File: src/common/pix_corr_pkg.sv
/*
 * pixel correction definitions
 * mode opcodes and the fixed-point gain format
 */
`default_nettype none

package pix_corr_pkg;

	// --------------------------------------------------
	// correction opcode
	// --------------------------------------------------
	typedef enum logic [1:0] {
		CM_BYPASS      = 2'd0, // pixel unchanged
		CM_OFFSET      = 2'd1, // black level only
		CM_OFFSET_GAIN = 2'd2  // black level then gain
	} corr_mode_e;

	// --------------------------------------------------
	// gain format, unsigned 4.4 fixed point
	// --------------------------------------------------
	localparam int GAIN_WIDTH = 8;
	localparam int GAIN_FRAC  = 4; // 16 is unity

	// half an lsb of the product, rounds half up
	localparam int GAIN_ROUND = 1 << (GAIN_FRAC - 1);

endpackage : pix_corr_pkg

`default_nettype wire

File: src/common/pix_timing_pkg.sv
/*
 * pixel path timing definitions
 * pipeline depth, frame lead of the sync aligner
 * and the state of the frame-start latch
 */
`default_nettype none

package pix_timing_pkg;

	// --------------------------------------------------
	// alignment constants
	// --------------------------------------------------
	// per-tap correction depth, also the lval delay
	localparam int TAP_LATENCY = 3;

	// fval rise delay, frame lead ahead of first line
	localparam int FVAL_LEAD = 6;

	// --------------------------------------------------
	// frame-start latch state
	// --------------------------------------------------
	typedef enum logic {
		FS_IDLE   = 1'b0, // waiting for fval rise
		FS_ACTIVE = 1'b1  // settings held for the frame
	} frame_state_e;

endpackage : pix_timing_pkg

`default_nettype wire

File: src/common/pix_bus_if.sv
/*
 * pixel bus from the frame-start latch
 * carries sync levels, all taps packed, and the
 * settings latched for the current frame
 */
`timescale 1ns/10ps
`default_nettype none

interface pix_bus_if #(
	parameter int DATA_WIDTH  = 8,
	parameter int CHANNEL_NUM = 4
);
	import pix_corr_pkg::*;

	logic                                fval;        // frame valid level
	logic                                lval;        // line valid level
	logic [DATA_WIDTH*CHANNEL_NUM-1:0]   data;        // tap 0 in the low bits
	corr_mode_e                          mode;
	logic [DATA_WIDTH-1:0]               black_level;
	logic [GAIN_WIDTH-1:0]               gain;

	// latch side
	modport src (output fval, lval, data, mode, black_level, gain);

	// per-tap correction, pixels and settings only
	modport tap_snk (input data, mode, black_level, gain);

	// sync aligner
	modport sync_snk (input fval, lval);

endinterface : pix_bus_if

`default_nettype wire

File: src/pix_corr/pix_gain_offset.sv
/*
 * per-tap correction pipeline, three stages
 * black level subtract with clamp, fixed-point gain,
 * round half up and saturate to full scale
 */
`timescale 1ns/10ps
`default_nettype none

module pix_gain_offset #(
	parameter int DATA_WIDTH  = 8,
	parameter int CHANNEL_NUM = 4,
	parameter int TAP_INDEX   = 0
) (
	input  wire logic              clk,
	input  wire logic              i_arst_n,
	pix_bus_if.tap_snk             i_bus,
	output      logic [DATA_WIDTH-1:0] o_pix
);
	import pix_corr_pkg::*;

	localparam int PROD_WIDTH = DATA_WIDTH + GAIN_WIDTH;

	logic [DATA_WIDTH*CHANNEL_NUM-1:0] bus_data;
	logic [DATA_WIDTH-1:0]             pix_in;   // this tap's slice
	corr_mode_e                        s1_mode, s2_mode;
	logic [DATA_WIDTH-1:0]             s1_val;
	logic [GAIN_WIDTH-1:0]             s1_gain;
	logic [PROD_WIDTH-1:0]             s2_prod;
	logic [PROD_WIDTH-1:0]             rnd_sum;
	logic [PROD_WIDTH-1:0]             rnd_shift;

	assign bus_data = i_bus.data;
	assign pix_in   = bus_data[TAP_INDEX*DATA_WIDTH +: DATA_WIDTH];

	// product fits with the round half added, no carry out
	assign rnd_sum   = s2_prod + PROD_WIDTH'(GAIN_ROUND);
	assign rnd_shift = rnd_sum >> GAIN_FRAC;

	// mode travels with its pixel
	always_ff @(posedge clk or negedge i_arst_n) begin
		if (!i_arst_n) begin
			s1_mode <= CM_BYPASS;
			s2_mode <= CM_BYPASS;
		end else begin
			s1_mode <= i_bus.mode;
			s2_mode <= s1_mode;
		end
	end

	// --------------------------------------------------
	// datapath stages
	// --------------------------------------------------
	always_ff @(posedge clk) begin
		// stage 1, black level with clamp at zero
		if (i_bus.mode == CM_BYPASS)
			s1_val <= pix_in;
		else
			s1_val <= (pix_in > i_bus.black_level) ? pix_in - i_bus.black_level : '0;
		s1_gain <= i_bus.gain;

		// stage 2, full-width product
		if (s1_mode == CM_OFFSET_GAIN)
			s2_prod <= PROD_WIDTH'(s1_val) * PROD_WIDTH'(s1_gain);
		else
			s2_prod <= PROD_WIDTH'(s1_val); // passthrough, zero extended

		// stage 3, drop fraction and saturate
		if (s2_mode == CM_OFFSET_GAIN)
			o_pix <= (|rnd_shift[PROD_WIDTH-1:DATA_WIDTH]) ? '1
				: rnd_shift[DATA_WIDTH-1:0];
		else
			o_pix <= s2_prod[DATA_WIDTH-1:0];
	end

endmodule : pix_gain_offset

`default_nettype wire

File: src/source/frame_param_latch.sv
/*
 * frame-start latch
 * registers sync and pixel inputs once and captures
 * mode, black level and gain when a frame begins,
 * so settings stay fixed for the whole frame
 */
`timescale 1ns/10ps
`default_nettype none

module frame_param_latch #(
	parameter int DATA_WIDTH  = 8,
	parameter int CHANNEL_NUM = 4
) (
	input  wire logic                                   clk,
	input  wire logic                                   i_arst_n,
	input  wire logic                                   i_fval,
	input  wire logic                                   i_lval,
	input  wire logic [DATA_WIDTH*CHANNEL_NUM-1:0]      i_data,
	input  wire pix_corr_pkg::corr_mode_e               i_mode,
	input  wire logic [DATA_WIDTH-1:0]                  i_black_level,
	input  wire logic [pix_corr_pkg::GAIN_WIDTH-1:0]    i_gain,
	pix_bus_if.src                                      o_bus
);
	import pix_timing_pkg::*;
	import pix_corr_pkg::*;

	frame_state_e state;
	logic         frame_start; // first fval high seen while idle

	assign frame_start = (state == FS_IDLE) && i_fval;

	// --------------------------------------------------
	// frame state and settings capture
	// --------------------------------------------------
	always_ff @(posedge clk or negedge i_arst_n) begin
		if (!i_arst_n) begin
			state             <= FS_IDLE;
			o_bus.mode        <= CM_BYPASS;
			o_bus.black_level <= '0;
			o_bus.gain        <= '0;
		end else begin
			case (state)
				FS_IDLE: begin
					if (frame_start) begin
						state             <= FS_ACTIVE;
						o_bus.mode        <= i_mode;        // same edge as first fval
						o_bus.black_level <= i_black_level;
						o_bus.gain        <= i_gain;
					end
				end
				FS_ACTIVE: begin
					if (!i_fval)
						state <= FS_IDLE; // rearm for next frame
				end
				default: state <= FS_IDLE;
			endcase
		end
	end

	// sync levels, one cycle of latency
	always_ff @(posedge clk or negedge i_arst_n) begin
		if (!i_arst_n) begin
			o_bus.fval <= 1'b0;
			o_bus.lval <= 1'b0;
		end else begin
			o_bus.fval <= i_fval;
			o_bus.lval <= i_lval;
		end
	end

	// pixel payload, matched to the sync delay
	always_ff @(posedge clk) begin
		o_bus.data <= i_data;
	end

endmodule : frame_param_latch

`default_nettype wire

File: src/source/fval_lval_phase.sv
/*
 * sync aligner after the tap pipelines
 * delays lval by the pipeline depth, delays the fval
 * rise for a frame lead, lets fval fall at once,
 * and blanks pixels outside the aligned line
 */
`timescale 1ns/10ps
`default_nettype none

module fval_lval_phase #(
	parameter int DATA_WIDTH  = 8,
	parameter int CHANNEL_NUM = 4
) (
	input  wire logic                              clk,
	input  wire logic                              i_arst_n,
	pix_bus_if.sync_snk                            i_bus,
	input  wire logic [DATA_WIDTH*CHANNEL_NUM-1:0] i_tap_data,
	output      logic                              o_fval,
	output      logic                              o_lval,
	output      logic [DATA_WIDTH*CHANNEL_NUM-1:0] o_data
);
	import pix_timing_pkg::*;

	logic [FVAL_LEAD-1:0]   fval_shift; // rise delay line
	logic [TAP_LATENCY-1:0] lval_shift; // matches tap depth

	// --------------------------------------------------
	// sync delay lines
	// --------------------------------------------------
	always_ff @(posedge clk or negedge i_arst_n) begin
		if (!i_arst_n) begin
			fval_shift <= '0;
			lval_shift <= '0;
		end else begin
			fval_shift <= {fval_shift[FVAL_LEAD-2:0], i_bus.fval};
			lval_shift <= {lval_shift[TAP_LATENCY-2:0], i_bus.lval};
		end
	end

	// late rise, immediate fall
	assign o_fval = fval_shift[FVAL_LEAD-1] & i_bus.fval;
	assign o_lval = lval_shift[TAP_LATENCY-1];

	// zero between lines and frames
	assign o_data = o_lval ? i_tap_data : '0;

endmodule : fval_lval_phase

`default_nettype wire

File: src/source/pix_corr_top.sv
/*
 * pixel correction path, top level
 * frame-start latch, one correction pipeline per tap
 * and the sync aligner
 */
`timescale 1ns/10ps
`default_nettype none

module pix_corr_top #(
	parameter int DATA_WIDTH  = 8,
	parameter int CHANNEL_NUM = 4
) (
	input  wire logic                              clk,
	input  wire logic                              i_arst_n,
	input  wire logic                              i_fval,
	input  wire logic                              i_lval,
	input  wire logic [DATA_WIDTH*CHANNEL_NUM-1:0] i_data,
	input  wire logic [1:0]                        i_mode,        // corr_mode_e code
	input  wire logic [DATA_WIDTH-1:0]             i_black_level,
	input  wire logic [pix_corr_pkg::GAIN_WIDTH-1:0] i_gain,
	output      logic                              o_fval,
	output      logic                              o_lval,
	output      logic [DATA_WIDTH*CHANNEL_NUM-1:0] o_data
);
	import pix_corr_pkg::*;

	logic [DATA_WIDTH*CHANNEL_NUM-1:0] tap_data; // corrected taps, packed

	pix_bus_if #(.DATA_WIDTH(DATA_WIDTH), .CHANNEL_NUM(CHANNEL_NUM)) pix_bus ();

	frame_param_latch #(.DATA_WIDTH(DATA_WIDTH), .CHANNEL_NUM(CHANNEL_NUM)) u_latch (
		.clk           (clk),
		.i_arst_n      (i_arst_n),
		.i_fval        (i_fval),
		.i_lval        (i_lval),
		.i_data        (i_data),
		.i_mode        (corr_mode_e'(i_mode)),
		.i_black_level (i_black_level),
		.i_gain        (i_gain),
		.o_bus         (pix_bus)
	);

	// --------------------------------------------------
	// one pipeline per tap
	// --------------------------------------------------
	for (genvar g = 0; g < CHANNEL_NUM; g++) begin : g_tap
		pix_gain_offset #(
			.DATA_WIDTH  (DATA_WIDTH),
			.CHANNEL_NUM (CHANNEL_NUM),
			.TAP_INDEX   (g)
		) u_tap (
			.clk      (clk),
			.i_arst_n (i_arst_n),
			.i_bus    (pix_bus),
			.o_pix    (tap_data[g*DATA_WIDTH +: DATA_WIDTH])
		);
	end

	fval_lval_phase #(.DATA_WIDTH(DATA_WIDTH), .CHANNEL_NUM(CHANNEL_NUM)) u_phase (
		.clk        (clk),
		.i_arst_n   (i_arst_n),
		.i_bus      (pix_bus),
		.i_tap_data (tap_data),
		.o_fval     (o_fval),
		.o_lval     (o_lval),
		.o_data     (o_data)
	);

endmodule : pix_corr_top

`default_nettype wire

File: config.mk
export PLATFORM = sky130hd
export DESIGN_NAME = pix_corr_top
export DESIGN_NICKNAME = d
export VERILOG_FILES = /design/src/common/pix_corr_pkg.sv /design/src/common/pix_timing_pkg.sv /design/src/common/pix_bus_if.sv /design/src/pix_corr/pix_gain_offset.sv /design/src/source/frame_param_latch.sv /design/src/source/fval_lval_phase.sv /design/src/source/pix_corr_top.sv
export SDC_FILE = /design/constraint.sdc
export NUM_CORES = 1
export LEC_CHECK = 0
export ABC_AREA = 1
export BUFFER_PORTS_ARGS = -buffer_cell sky130_fd_sc_hd__buf_2
export CORE_ASPECT_RATIO = 0.6
export CORE_MARGIN = 4
export CORE_UTILIZATION = 30
export CTS_BUF_LIST = sky130_fd_sc_hd__clkbuf_8
export CTS_CLUSTER_DIAMETER = 40
export DETAILED_ROUTE_END_ITERATION = 8
export GPL_TIMING_DRIVEN = 0
export PLACE_DENSITY_LB_ADDON = 0.15
export SLEW_MARGIN = 20
export SYNTH_ARGS = -nofsm -noshare
export SYNTH_HDL_FRONTEND = slang
export SYNTH_SLANG_ARGS = --single-unit
File: constraint.sdc
create_clock -name clk -period 3.78 [get_ports clk]
set_input_delay 0.567 -clock clk [delete_from_list [all_inputs] [get_ports clk]]
set_output_delay 0.567 -clock clk [all_outputs]
set_load 0.05 [all_outputs]
==> reports/metrics.cfg <==
[routing]
remaining_drc_errors = 0
first_pass_iters = 6
routed_wl_um = 55200
routedWlPerCell_um = 15.6
vias = 15800
via_per_inst = 4.49
final_antenna_net_count = 0
drtIter0Drc = 885

[yosys]
synth_top_area_cell = dfxtp_1
dominantRegCellSynth = dfxtp_1
syn_inst = 2553
synth-edff-count = 0
ys_ff_latch = 202
yosys_warnings = 0
synth_nets = 2935
yosysSeqAreaShare_pct = 23.3
synth.area.top_cells = dfxtp_1 (19%), fa_1 (16%), nand2_1 (16%), inv_1 (13%), ha_1 (12%)
synthArstFlopShare_pct = 16.8
synth_top_area_share_pct = 18.6
synth.avg_cell_area_sq_um = 7.07
synth_common_cells = nand2_1 (760), inv_1 (606), ha_1 (180)
syn_area_sq_um = 18100
yosysMostFrequentCell = nand2_1
ys_types = 36

[grt]
grt_pass1_vias = 16400
grt_overflow = 0
grt_max_degree = 35
antenna_found_initial = 0
track_usage_pct = 17.2
grt_pass1_wl_um = 87300

[layout]
syn2layout_area_growth_pct = 25.4
layout-drive-gt1-share_pct = 21.8
final_nets = 3097
num-fill-cells = 6253
num_antenna_cells = 0

[worst_setup_path]
rr_worst_depth = 18
crit_arrival_ns = 4.39
worstPathRequired_ns = 4.25
ff2ff_setup_slack_ns = -0.14
critPathMaxFanout = 5
worstReg2RegEnd = g_tap[0].u_tap.s2_prod[13]
worstSetupEndpoint = g_tap[0].u_tap.s2_prod[13]
reg2reg_from = g_tap[3].u_tap.s1_gain[2]
end_kind = register
setup.worst_path.start_class = register
crit_type = register to register
startpoint = g_tap[3].u_tap.s1_gain[2]

[timing]
skew_ns = 0.0181
finalMaxSlewViolations = 0
fin_setup_tns_ns = -2.13
timing.final.hold_violations = 0
rsz0062_at_grt = yes
fmax_ghz = 0.255
whs_ns = 0.0857
period_needed_ns = 3.92
slew_headroom_pct = 31.6
tightest_slew_ns = 1.03
setup_slack_ns = -0.142
final.period_utilization_pct = 104
finalSetupViolations = 30

[run_status]
status = finished, violations left
violations = setup timing

[floorplan]
die-area_sq_um = 64300
top_level_ports = 88
die_w_um = 325
initial_core_util_pct = 30.4
fp-row-count = 69
die_h_um = 198
core_sq_um = 59400

[power]
leakage_uw = 0.0132
ir_drop_mv = 0.489
power_density_nw_per_um2 = 763

[clocking]
cts_tree = done
clk_pin_slew_ns = 0.06
cts.sinks = 202
cts-root-buf = clkbuf_8
htreeDepth = 2
clockBufferDepth = 3
worstSkewPairLatency_ns = 0.57
numCtsBuffers = 38

[job]
max-cap-violations = 0

[placed_design]
gp_congestion = 0.847
post-dp-hpwl_um = 43000
place_worst_setup_slack_ns = -1.01
io_buffers = 87

[min_path]
hold_path.class = input port to register
worstHoldPathCells = 1

## critical path, cell delays in order, from the launching register on
cell and delay [ns]:
dfxtp_4 0.37, buf_12 0.15, clkbuf_16 0.17, nand2_4 0.07
inv_2 0.03, fa_1 0.46, fa_1 0.53, fa_1 0.50
inv_1 0.05, fa_1 0.49, inv_2 0.05, ha_4 0.31
nand2_4 0.09, nor3_4 0.18, nand3_2 0.10, nand3_2 0.07
nand2_1 0.05, nand2_1 0.06, nor2_1 0.05
## routing by layer
| layer | GRT usage [%] | vias to the layer above | wire, um |
|---|---|---|---|
| met5 | 0 | - | 0 |
| met2 | 26.2 | 286 | 22400 |
| met4 | 3.31 | 0 | 973 |
| met1 | 25.5 | 7552 | 28800 |
| li1 | - | 7913 | - |
| met3 | 2.92 | 59 | 2980 |
## timing repair
action / in CTS / in global routing
buffers inserted: 35 / 18
hold buffers: 0 / 0
cloned: 4 / 5
setup endpoints to repair: 46 / 41
resized for setup: 299 / 204
endpoints found under the hold margin: 0 / 0
pin swaps: 77 / 88
## per-stage QoR
step / area (sq um) / utilization, % / power (uW) / std cells
floorplan: 18100 / - / 9040 / 2553
global placement: 19500 / 32.8 / 11300 / 3421
detailed placement: 19500 / 32.8 / 11300 / 3421
CTS: 21800 / 36.6 / 16000 / 3502
global route: 22600 / 38.1 / 18900 / 3525
finish: 22600 / 38.1 / 17300 / 3525
## report_power, final
part | internal (uW) | switching [uW] | total [uW] | leakage (uW)
Sequential | 2690 | 627 | 3320 | 0.00180
Combinational | 4550 | 7010 | 11600 | 0.0109
Clock | 1400 | 996 | 2400 | 0.000475
Total | 8650 | 8630 | 17300 | 0.0132
## layout by cell type, fill, tap and decap left out, types with 34 or more instances in the layout
master    count
clkbuf_8     51
nor2_1      134
dfxtp_1     140
nand2_1     697
nand2_2      38
inv_2        50
inv_1       568
ha_1        153
buf_2        95
nand3_1      90
fa_1        137
a21oi_1      52
dfrtp_1      34
buf_4        45
## state kept, by name (all words and copies together) (netlist names)
| name | cells |
|---|---|
| g_tap.u_tap.s1_val | 32 |
| u_latch.state | 1 |
| g_tap.u_tap.s1_gain | 8 |
| u_latch.o_bus.fval | 1 |
| u_phase.fval_shift | 6 |
| g_tap.u_tap.s2_prod | 64 |
| u_phase.lval_shift | 3 |
| u_latch.o_bus.black_level | 8 |
| u_latch.o_bus.lval | 1 |
| u_latch.o_bus.gain | 8 |
| g_tap.u_tap.s2_mode | 2 |
| u_latch.o_bus.data | 32 |
| g_tap.u_tap.o_pix | 32 |
| u_latch.o_bus.mode | 2 |
| g_tap.u_tap.s1_mode | 2 |
## layout make-up
type                       instances  area (sq um)  share of cell area (%)
buffer                            54           654                    2.89
multi-input combinational       1658         12600                    55.6
inverter                         612          2300                    10.1
clock buffer                      46           633                    2.80
clock inverter                    23           235                    1.04
sequential                       202          4260                    18.8
timing repair buffer             149           997                    4.41
tap                              781           977                    4.32
## cell families after synthesis
| kind of cell | after synthesis | share of synthesized area, % |
|---|---|---|
| adder cells (fa/ha/maj) | 328 | 28.9 |
| AND/OR/NAND/NOR | 1112 | 25.5 |
| buffers and inverters | 693 | 14.7 |
| flip-flops | 202 | 23.3 |
| XOR/XNOR | 38 | 1.84 |
| AO/OA/AOI/OAI | 169 | 5.00 |
| multiplexers | 11 | 0.686 |
## how the worst min path moves through the flow
stage,start,endpoint
6_report,i_data[16],u_latch.o_bus.data[16]
5_1_grt,i_data[17],u_latch.o_bus.data[17]
4_1_cts,i_data[17],u_latch.o_bus.data[17]
3_5_place_dp,u_phase.fval_shift[3],u_phase.fval_shift[4]
3_3_place_gp,u_latch.o_bus.lval,u_phase.lval_shift[0]
2_1_floorplan,i_arst_n,g_tap[2].u_tap.s2_mode[0]
(Power assumes the default switching activity.)
